`config.mk`:
```
export PLATFORM = sky130hd
export DESIGN_NAME = engine_csr_index
export DESIGN_NICKNAME = d
export VERILOG_FILES = /design/src/rtl/csr_pkg.sv /design/src/rtl/csr_index_control.sv /design/src/rtl/csr_request_generator.sv /design/src/rtl/csr_response_fifo.sv /design/src/rtl/csr_response_forward.sv /design/src/rtl/engine_csr_index.sv
export SDC_FILE = /design/constraint.sdc
export NUM_CORES = 1
export LEC_CHECK = 0
export ABC_CLOCK_PERIOD_IN_PS = 5900
export BUFFER_PORTS_ARGS = -buffer_cell sky130_fd_sc_hd__buf_4
export CAP_MARGIN = 20
export CORE_MARGIN = 2
export CORE_UTILIZATION = 25
export CTS_CLUSTER_DIAMETER = 40
export CTS_CLUSTER_SIZE = 8
export DETAILED_ROUTE_END_ITERATION = 12
export GPL_ROUTABILITY_DRIVEN = 0
export GPL_TIMING_DRIVEN = 0
export PLACE_DENSITY_LB_ADDON = 0.15
export SYNTH_ARGS = -nofsm -noshare
export SYNTH_HDL_FRONTEND = slang
export SYNTH_SLANG_ARGS = --single-unit
```
`constraint.sdc`:
```
create_clock -name ap_clk -period 5.9 [get_ports ap_clk]
set_clock_uncertainty 0.1 [all_clocks]
set_input_delay 0 -clock ap_clk [delete_from_list [all_inputs] [get_ports ap_clk]]
set_output_delay 0 -clock ap_clk [all_outputs]
set_load 0.05 [all_outputs]
```
`src/rtl/csr_pkg.sv`:
```
`default_nettype none

package csr_pkg;

    // --------------------------------------------------
    // Datapath widths
    // --------------------------------------------------
    localparam int ADDR_WIDTH   = 32;
    localparam int DATA_WIDTH   = 32;
    localparam int INDEX_WIDTH  = 24;

    // Consecutive CSR offset words are one 32-bit word apart
    localparam int STRIDE_BYTES = 4;

    // --------------------------------------------------
    // Credits and buffering
    // --------------------------------------------------
    localparam int MEM_CREDITS     = 4;
    localparam int RESP_FIFO_DEPTH = 8;
    localparam int OUT_CREDITS     = 4;

    // Counter widths, sized so the full credit value fits
    localparam int MEM_CREDIT_WIDTH = $clog2(MEM_CREDITS + 1);
    localparam int OUT_CREDIT_WIDTH = $clog2(OUT_CREDITS + 1);
    localparam int RESP_PTR_WIDTH   = $clog2(RESP_FIFO_DEPTH);
    localparam int RESP_CNT_WIDTH   = $clog2(RESP_FIFO_DEPTH + 1);

    // --------------------------------------------------
    // Command opcodes and run states
    // --------------------------------------------------
    typedef enum logic [1:0] {
        CMD_SET_BASE  = 2'd0,
        CMD_SET_START = 2'd1,
        CMD_SET_COUNT = 2'd2,
        CMD_START     = 2'd3
    } csr_cmd_e;

    typedef enum logic [1:0] {
        ST_IDLE  = 2'd0,
        ST_ISSUE = 2'd1,
        ST_DRAIN = 2'd2,
        ST_DONE  = 2'd3
    } csr_state_e;

endpackage : csr_pkg

`default_nettype wire

```
`src/rtl/csr_index_control.sv`:
```
`timescale 1ns/100ps
`default_nettype none

module csr_index_control (
    input  logic                            ap_clk,
    input  logic                            areset_csr_engine,
    input  logic                            cmd_valid,
    input  csr_pkg::csr_cmd_e               cmd_opcode,
    input  logic [csr_pkg::DATA_WIDTH-1:0]  cmd_data,
    input  logic                            issue_done,
    input  logic                            fwd_pulse,
    output logic                            busy,
    output logic                            done,
    output logic                            run_start,
    output logic [csr_pkg::ADDR_WIDTH-1:0]  run_base,
    output logic [csr_pkg::INDEX_WIDTH-1:0] run_first,
    output logic [csr_pkg::INDEX_WIDTH-1:0] run_count
);

    import csr_pkg::*;

    csr_state_e             state;
    csr_state_e             state_next;
    logic [INDEX_WIDTH-1:0] fwd_count;
    logic                   cmd_take;
    logic                   start_take;
    logic                   last_fwd;

    // Commands are only accepted between runs
    assign cmd_take   = cmd_valid && !busy;
    assign start_take = cmd_take && (cmd_opcode == CMD_START);

    // Final output of the run, counted before this pulse lands
    assign last_fwd   = fwd_pulse && (fwd_count == run_count - INDEX_WIDTH'(1));

    // --------------------------------------------------
    // Configuration registers
    // --------------------------------------------------
    always_ff @(posedge ap_clk) begin
        if (cmd_take) begin
            case (cmd_opcode)
                CMD_SET_BASE:  run_base  <= ADDR_WIDTH'(cmd_data);
                CMD_SET_START: run_first <= cmd_data[INDEX_WIDTH-1:0];
                CMD_SET_COUNT: run_count <= cmd_data[INDEX_WIDTH-1:0];
                default: begin
                end
            endcase
        end
    end

    // --------------------------------------------------
    // Run state machine
    // --------------------------------------------------
    always_comb begin
        state_next = state;
        case (state)
            ST_IDLE, ST_DONE: begin
                // Empty run skips issue and drain altogether
                if (start_take) begin
                    state_next = (run_count == '0) ? ST_DONE : ST_ISSUE;
                end
            end
            ST_ISSUE: begin
                if (issue_done) begin
                    state_next = ST_DRAIN;
                end
            end
            ST_DRAIN: begin
                if (last_fwd) begin
                    state_next = ST_DONE;
                end
            end
            default: state_next = ST_IDLE;
        endcase
    end

    always_ff @(posedge ap_clk) begin
        if (areset_csr_engine) begin
            state     <= ST_IDLE;
            run_start <= 1'b0;
            fwd_count <= '0;
        end else begin
            state     <= state_next;
            run_start <= start_take && (run_count != '0);
            // Outputs may already leave while requests are still issuing
            if (start_take) begin
                fwd_count <= '0;
            end else if (fwd_pulse) begin
                fwd_count <= fwd_count + INDEX_WIDTH'(1);
            end
        end
    end

    assign busy = (state == ST_ISSUE) || (state == ST_DRAIN);
    assign done = (state == ST_DONE);

endmodule : csr_index_control

`default_nettype wire

```
`src/rtl/csr_request_generator.sv`:
```
`timescale 1ns/100ps
`default_nettype none

module csr_request_generator (
    input  logic                            ap_clk,
    input  logic                            areset_csr_engine,
    input  logic                            run_start,
    input  logic [csr_pkg::ADDR_WIDTH-1:0]  run_base,
    input  logic [csr_pkg::INDEX_WIDTH-1:0] run_first,
    input  logic [csr_pkg::INDEX_WIDTH-1:0] run_count,
    input  logic                            mem_req_credit,
    output logic                            mem_req_valid,
    output logic [csr_pkg::ADDR_WIDTH-1:0]  mem_req_addr,
    output logic [csr_pkg::INDEX_WIDTH-1:0] mem_req_tag,
    output logic                            issue_done
);

    import csr_pkg::*;

    logic [MEM_CREDIT_WIDTH-1:0] credits;
    logic [INDEX_WIDTH-1:0]      index_q;
    logic [INDEX_WIDTH-1:0]      remaining_q;
    logic [INDEX_WIDTH-1:0]      cur_index;
    logic [INDEX_WIDTH-1:0]      cur_remaining;
    logic                        issue;

    // Run start loads the counters and may issue in the same cycle
    assign cur_index     = run_start ? run_first : index_q;
    assign cur_remaining = run_start ? run_count : remaining_q;
    assign issue         = (cur_remaining != '0) && (credits != '0);

    // --------------------------------------------------
    // Request credit counter
    // --------------------------------------------------
    always_ff @(posedge ap_clk) begin
        if (areset_csr_engine) begin
            credits <= MEM_CREDIT_WIDTH'(MEM_CREDITS);
        end else begin
            case ({issue, mem_req_credit})
                2'b10:   credits <= credits - MEM_CREDIT_WIDTH'(1);
                2'b01:   credits <= credits + MEM_CREDIT_WIDTH'(1);
                default: credits <= credits;
            endcase
        end
    end

    // --------------------------------------------------
    // Index walk and request output
    // --------------------------------------------------
    always_ff @(posedge ap_clk) begin
        if (areset_csr_engine) begin
            remaining_q   <= '0;
            mem_req_valid <= 1'b0;
            issue_done    <= 1'b0;
        end else begin
            remaining_q   <= issue ? cur_remaining - INDEX_WIDTH'(1) : cur_remaining;
            mem_req_valid <= issue;
            issue_done    <= issue && (cur_remaining == INDEX_WIDTH'(1));
        end
    end

    always_ff @(posedge ap_clk) begin
        index_q <= issue ? cur_index + INDEX_WIDTH'(1) : cur_index;
        if (issue) begin
            mem_req_addr <= run_base + ADDR_WIDTH'(cur_index) * ADDR_WIDTH'(STRIDE_BYTES);
            mem_req_tag  <= cur_index;
        end
    end

endmodule : csr_request_generator

`default_nettype wire

```
`src/rtl/csr_response_fifo.sv`:
```
`timescale 1ns/100ps
`default_nettype none

module csr_response_fifo (
    input  logic                            ap_clk,
    input  logic                            areset_csr_engine,
    input  logic                            wr_valid,
    input  logic [csr_pkg::DATA_WIDTH-1:0]  wr_data,
    input  logic [csr_pkg::INDEX_WIDTH-1:0] wr_tag,
    input  logic                            pop,
    output logic [csr_pkg::DATA_WIDTH-1:0]  head_data,
    output logic [csr_pkg::INDEX_WIDTH-1:0] head_tag,
    output logic                            empty
);

    import csr_pkg::*;

    logic [DATA_WIDTH-1:0]     data_mem [RESP_FIFO_DEPTH];
    logic [INDEX_WIDTH-1:0]    tag_mem  [RESP_FIFO_DEPTH];
    logic [RESP_PTR_WIDTH-1:0] wr_ptr;
    logic [RESP_PTR_WIDTH-1:0] rd_ptr;
    logic [RESP_CNT_WIDTH-1:0] count;

    // Storage, written every accepted response
    always_ff @(posedge ap_clk) begin
        if (wr_valid) begin
            data_mem[wr_ptr] <= wr_data;
            tag_mem[wr_ptr]  <= wr_tag;
        end
    end

    // Pointers wrap on their own since the depth is a power of two
    always_ff @(posedge ap_clk) begin
        if (areset_csr_engine) begin
            wr_ptr <= '0;
            rd_ptr <= '0;
            count  <= '0;
        end else begin
            if (wr_valid) wr_ptr <= wr_ptr + RESP_PTR_WIDTH'(1);
            if (pop)      rd_ptr <= rd_ptr + RESP_PTR_WIDTH'(1);
            case ({wr_valid, pop})
                2'b10:   count <= count + RESP_CNT_WIDTH'(1);
                2'b01:   count <= count - RESP_CNT_WIDTH'(1);
                default: count <= count;
            endcase
        end
    end

    assign head_data = data_mem[rd_ptr];
    assign head_tag  = tag_mem[rd_ptr];
    assign empty     = (count == '0);

endmodule : csr_response_fifo

`default_nettype wire

```
`src/rtl/csr_response_forward.sv`:
```
`timescale 1ns/100ps
`default_nettype none

module csr_response_forward (
    input  logic                            ap_clk,
    input  logic                            areset_csr_engine,
    input  logic                            empty,
    input  logic [csr_pkg::DATA_WIDTH-1:0]  head_data,
    input  logic [csr_pkg::INDEX_WIDTH-1:0] head_tag,
    input  logic                            out_credit,
    output logic                            pop,
    output logic                            out_valid,
    output logic [csr_pkg::DATA_WIDTH-1:0]  out_data,
    output logic [csr_pkg::INDEX_WIDTH-1:0] out_index,
    output logic                            mem_resp_credit,
    output logic                            fwd_pulse
);

    import csr_pkg::*;

    logic [OUT_CREDIT_WIDTH-1:0] credits;

    // Move the head entry whenever the sink can take it
    assign pop = !empty && (credits != '0);

    always_ff @(posedge ap_clk) begin
        if (areset_csr_engine) begin
            credits   <= OUT_CREDIT_WIDTH'(OUT_CREDITS);
            out_valid <= 1'b0;
        end else begin
            case ({pop, out_credit})
                2'b10:   credits <= credits - OUT_CREDIT_WIDTH'(1);
                2'b01:   credits <= credits + OUT_CREDIT_WIDTH'(1);
                default: credits <= credits;
            endcase
            out_valid <= pop;
        end
    end

    always_ff @(posedge ap_clk) begin
        if (pop) begin
            out_data  <= head_data;
            out_index <= head_tag;
        end
    end

    // A freed FIFO slot goes back to the memory as one response credit
    assign mem_resp_credit = out_valid;
    assign fwd_pulse       = out_valid;

endmodule : csr_response_forward

`default_nettype wire

```
`src/rtl/engine_csr_index.sv`:
```
`timescale 1ns/100ps
`default_nettype none

module engine_csr_index (
    input  logic                            ap_clk,
    input  logic                            areset_csr_engine,
    // Command port
    input  logic                            cmd_valid,
    input  csr_pkg::csr_cmd_e               cmd_opcode,
    input  logic [csr_pkg::DATA_WIDTH-1:0]  cmd_data,
    output logic                            busy,
    output logic                            done,
    // Memory request stream
    output logic                            mem_req_valid,
    output logic [csr_pkg::ADDR_WIDTH-1:0]  mem_req_addr,
    output logic [csr_pkg::INDEX_WIDTH-1:0] mem_req_tag,
    input  logic                            mem_req_credit,
    // Memory response stream
    input  logic                            mem_resp_valid,
    input  logic [csr_pkg::DATA_WIDTH-1:0]  mem_resp_data,
    input  logic [csr_pkg::INDEX_WIDTH-1:0] mem_resp_tag,
    output logic                            mem_resp_credit,
    // Engine output stream
    output logic                            out_valid,
    output logic [csr_pkg::DATA_WIDTH-1:0]  out_data,
    output logic [csr_pkg::INDEX_WIDTH-1:0] out_index,
    input  logic                            out_credit
);

    import csr_pkg::*;

    // --------------------------------------------------
    // Internal wires
    // --------------------------------------------------
    logic                   run_start;
    logic [ADDR_WIDTH-1:0]  run_base;
    logic [INDEX_WIDTH-1:0] run_first;
    logic [INDEX_WIDTH-1:0] run_count;
    logic                   issue_done;
    logic                   fwd_pulse;

    logic                   fifo_pop;
    logic                   fifo_empty;
    logic [DATA_WIDTH-1:0]  fifo_head_data;
    logic [INDEX_WIDTH-1:0] fifo_head_tag;

    // Command decode and run sequencing
    csr_index_control inst_csr_index_control (
        .ap_clk            (ap_clk),
        .areset_csr_engine (areset_csr_engine),
        .cmd_valid         (cmd_valid),
        .cmd_opcode        (cmd_opcode),
        .cmd_data          (cmd_data),
        .issue_done        (issue_done),
        .fwd_pulse         (fwd_pulse),
        .busy              (busy),
        .done              (done),
        .run_start         (run_start),
        .run_base          (run_base),
        .run_first         (run_first),
        .run_count         (run_count)
    );

    // Memory read issue
    csr_request_generator inst_csr_request_generator (
        .ap_clk            (ap_clk),
        .areset_csr_engine (areset_csr_engine),
        .run_start         (run_start),
        .run_base          (run_base),
        .run_first         (run_first),
        .run_count         (run_count),
        .mem_req_credit    (mem_req_credit),
        .mem_req_valid     (mem_req_valid),
        .mem_req_addr      (mem_req_addr),
        .mem_req_tag       (mem_req_tag),
        .issue_done        (issue_done)
    );

    // Response buffering, sized to the memory's response credits
    csr_response_fifo inst_csr_response_fifo (
        .ap_clk            (ap_clk),
        .areset_csr_engine (areset_csr_engine),
        .wr_valid          (mem_resp_valid),
        .wr_data           (mem_resp_data),
        .wr_tag            (mem_resp_tag),
        .pop               (fifo_pop),
        .head_data         (fifo_head_data),
        .head_tag          (fifo_head_tag),
        .empty             (fifo_empty)
    );

    csr_response_forward inst_csr_response_forward (
        .ap_clk            (ap_clk),
        .areset_csr_engine (areset_csr_engine),
        .empty             (fifo_empty),
        .head_data         (fifo_head_data),
        .head_tag          (fifo_head_tag),
        .out_credit        (out_credit),
        .pop               (fifo_pop),
        .out_valid         (out_valid),
        .out_data          (out_data),
        .out_index         (out_index),
        .mem_resp_credit   (mem_resp_credit),
        .fwd_pulse         (fwd_pulse)
    );

endmodule : engine_csr_index

`default_nettype wire

```
==> impl_metrics.yaml <==
place:
  pre_cts_ws_ns: 0.157
  placed_cell_area_um2: 34000
  dp.cells: 3507
  dp_hpwl_mm: 51.7
  port-buffer-count: 212
clocking:
  cts_tree: "done"
  htree_levels: 4
  cts_buffers: 136
  cts.sink_count: 734
  clock_latency_ns: 0.72
  clk_path_buf_depth: 3
  ctsRootBufferMaster: "clkbuf_16"
  clk_pin_slew_ns: 0.05
synthesis:
  synth_area_um2: 29600
  synth_edf_count: 640
  yosysWarnings: 0
  synth_top_cell_area_share_pct: 64.9
  synth.most_common_cell: "edfxtp_1"
  synth_nets: 1852
  syn_avg_cell_area_um2: 17.3
  synthTopCellsByArea: "edfxtp_1 65%, mux4_2 8.5%, dfxtp_1 6.4%"
  synth-main-ff-cell: "edfxtp_1"
  ys_ff_latch: 734
  syn_inst: 1712
  synth_cell_type_count: 74
  synthArstFlopShare_pct: 0
  yosysTopAreaCell: "edfxtp_1"
  yosysSeqAreaShare_pct: 71.3
  yosys-top-cells-count: "640 x edfxtp_1, 125 x nor2_1, 112 x mux4_2"
cells_and_area:
  drive_gt1_share_pct: 28.9
  design_area_um2: 40200
  syn2layout_area_growth_pct: 35.8
  final_cells: 3925
  fin_util_pct: 34.1
  layout.nets: 2437
routing:
  drt_iter0_markers: 1046
  drc: 0
  vias_per_cell: 4.31
  ant_nets: 0
  dr.pass1.iters: 4
  vias: 16900
  wire_per_inst_um: 19.6
  postRouteWirelength_mm: 76.8
setup_path:
  reg2regPathDepth: 19
  rrSetupSlack_ns: 0.48
  r2r_start: "inst_csr_index_control.run_start$_SDFF_PP0_"
  path_cells: "buf_6, buf_6, buf_6, buf_4, buf_2, buf_2, clkbuf_4, mux2i_1, inv_1, ha_1, o21a_1, o21ai_0, or3_1, o211ai_1, buf_4, a22oi_1, a21oi_1, a41o_1, xor2_1"
  r2r_end: "inst_csr_request_generator.mem_req_addr[31]$_DFFE_PP_"
  critPathKind: "reg -> reg"
  worst-path-buf-inv: 9
  start_kind: "flop"
  critPathArrivalTime_ns: 5.79
  critical_path_depth: 19
  cp-end-kind: "flop"
  crit_top_cell: "buf_6"
  crit_family: "buffers and inverters"
  crit_slowest_cell: "dfxtp_1"
  crit_fanout: 10
  cpPeakStageDelay_ns: 0.44
  required_ns: 6.27
grt:
  top_usage_layer: "met2"
  antenna_found_initial: 11
  grt_pass1_vias: 18200
  grt_use_met1_pct: 15.7
  grt_use_met3_pct: 3.46
  grt_pass1_wl_mm: 115
  grt.overflow.total: 0
  grt_use_met2_pct: 21.6
  grt_max_degree: 45
  grt_util_all_layers_pct: 12.8
floorplanning:
  core-area_um2: 118000
  initial_core_util_pct: 25.1
  die_y_um: 348
  num_rows: 126
  dieArea_um2: 121000
  die_w_um: 348
  io_pins: 213
sta:
  slew_headroom_pct: 36.0
  setup_viol: 0
  drv_slew: 0
  hold_viol_final: 0
  worst_slew_pin_slew_ns: 0.960
  fin_setup_tns_ns: 0
  clock.fmax_mhz: 184
  period_share_pct: 91.9
  fin_crit_ns: 5.42
  grt_setup_unrepaired: "false"
  worst_slack_ns: 0.479
power:
  powerDensity_nw_per_um2: 507
  vdd_drop_max_mv: 0.327
  p_leak_nw: 13.9
hold_path:
  hold_path_startpoint: "mem_resp_tag[1]"
  min_to: "inst_csr_response_fifo.tag_mem[4][1]$_DFFE_PP_"
  min_path_type: "in -> reg"
  worstHoldPathCells: 2
outcome:
  status: "finished, final reports clean"
flow_run:
  maxCapViolations: 0
-- layout by cell type, fill, tap and decap left out, drive strengths merged, types with 3 or more instances in the layout --
cell / netlist / routed
a211oi: 5 / 5
a21o: 7 / 7
a21oi: 41 / 41
a31oi: 5 / 5
a41o: 3 / 3
and3: 17 / 17
buf: 28 / 293
bufinv: 0 / 6
clkbuf: 37 / 211
clkinv: 0 / 41
clkinvlp: 0 / 3
dfxtp: 94 / 94
dlygate4sd3: 0 / 181
edfxtp: 640 / 640
fa: 4 / 4
ha: 40 / 40
inv: 41 / 46
mux2: 74 / 74
mux2i: 41 / 41
mux4: 112 / 112
nand2: 49 / 49
nand2b: 12 / 12
nand3: 17 / 17
nand4: 13 / 13
nor2: 126 / 126
nor2b: 8 / 8
nor3: 52 / 52
nor3b: 9 / 9
nor4: 9 / 9
o211ai: 4 / 4
o21a: 10 / 10
o21ai: 26 / 26
o22ai: 7 / 7
or2: 5 / 5
or3: 15 / 15
or4: 5 / 5
xnor2: 63 / 63
xor2: 61 / 61
-- where the power goes --
group          internal (mW)  leakage, nW  switching, mW
Sequential              6.68         6.70          0.323
Clock                   4.63         2.08           2.59
Combinational           2.30         5.13           3.88
-- flip-flops by register name (all words and copies together) (netlist names), 4 cells and up --
register                                 flops
inst_csr_request_generator.mem_req_addr     32
inst_csr_response_fifo.data_mem            256
inst_csr_request_generator.index_q          24
inst_csr_response_fifo.count                 4
inst_csr_index_control.run_base             32
inst_csr_response_forward.out_data          32
inst_csr_response_forward.out_index         24
inst_csr_index_control.run_count            24
inst_csr_index_control.fwd_count            24
inst_csr_request_generator.remaining_q      24
inst_csr_request_generator.mem_req_tag      24
inst_csr_index_control.run_first            24
inst_csr_response_fifo.tag_mem             192
-- worst max-delay path by stage --
stage | from | to
4_1_cts | inst_csr_index_control.run_start$_SDFF_PP0_ | inst_csr_request_generator.mem_req_addr[31]$_DFFE_PP_
2_1_floorplan | inst_csr_response_fifo.wr_ptr[2]$_SDFFE_PP0P_ | inst_csr_response_fifo.data_mem[0][0]$_DFFE_PP_
5_1_grt | inst_csr_index_control.run_start$_SDFF_PP0_ | inst_csr_request_generator.mem_req_addr[31]$_DFFE_PP_
3_5_place_dp | inst_csr_index_control.run_start$_SDFF_PP0_ | inst_csr_request_generator.mem_req_addr[31]$_DFFE_PP_
3_3_place_gp | inst_csr_response_fifo.wr_ptr[2]$_SDFFE_PP0P_ | inst_csr_response_fifo.data_mem[0][3]$_DFFE_PP_
6_report | inst_csr_index_control.run_start$_SDFF_PP0_ | inst_csr_request_generator.mem_req_addr[31]$_DFFE_PP_
-- what timing repair did --
action	4_1_cts	5_1_grt
hold endpoints to repair	674	0
setup endpoints to repair	0	4
resized for setup	0	1
hold buffers	181	0
buffers inserted	0	2
-- final cells by class --
cell class                 count  area (µm²)
antenna                        2        5.00
buffer                        65         297
clock buffer                 173        3660
clock inverter                55         637
fill                       11300       77600
inverter                      41         154
multi-input combinational    872        8140
sequential                   734       21100
tap                         1536        1920
timing repair buffer         447        4290
-- logic make-up after synthesis --
group	after synthesis	share of synthesized area (%)
compound gates	130	2.86
flops	734	71.3
xor+xnor	124	3.67
buf+inv	106	1.51
mux	227	12.8
fa+ha+maj	44	1.96
simple gates	347	5.97
-- stage by stage --
step / total power, mW / hold slack [ns]
final: 20.4 / 0.0454
after global routing: 21.4 / 0.0234
after CTS: 20.7 / 0.00109
after detailed placement: 13.2 / 0.0797
after global placement: 12.8 / 0.0798
after floorplan: 11.2 / -0.00113
-- per-layer routing --
| metal | vias to the layer above | routed length [µm] |
|---|---|---|
| li1 | 7863 | - |
| met1 | 8562 | 32800 |
| met2 | 351 | 38000 |
| met3 | 132 | 4110 |
| met4 | 14 | 1680 |
| met5 | - | 91 |
No activity file was read; power rests on OpenSTA's default activity.
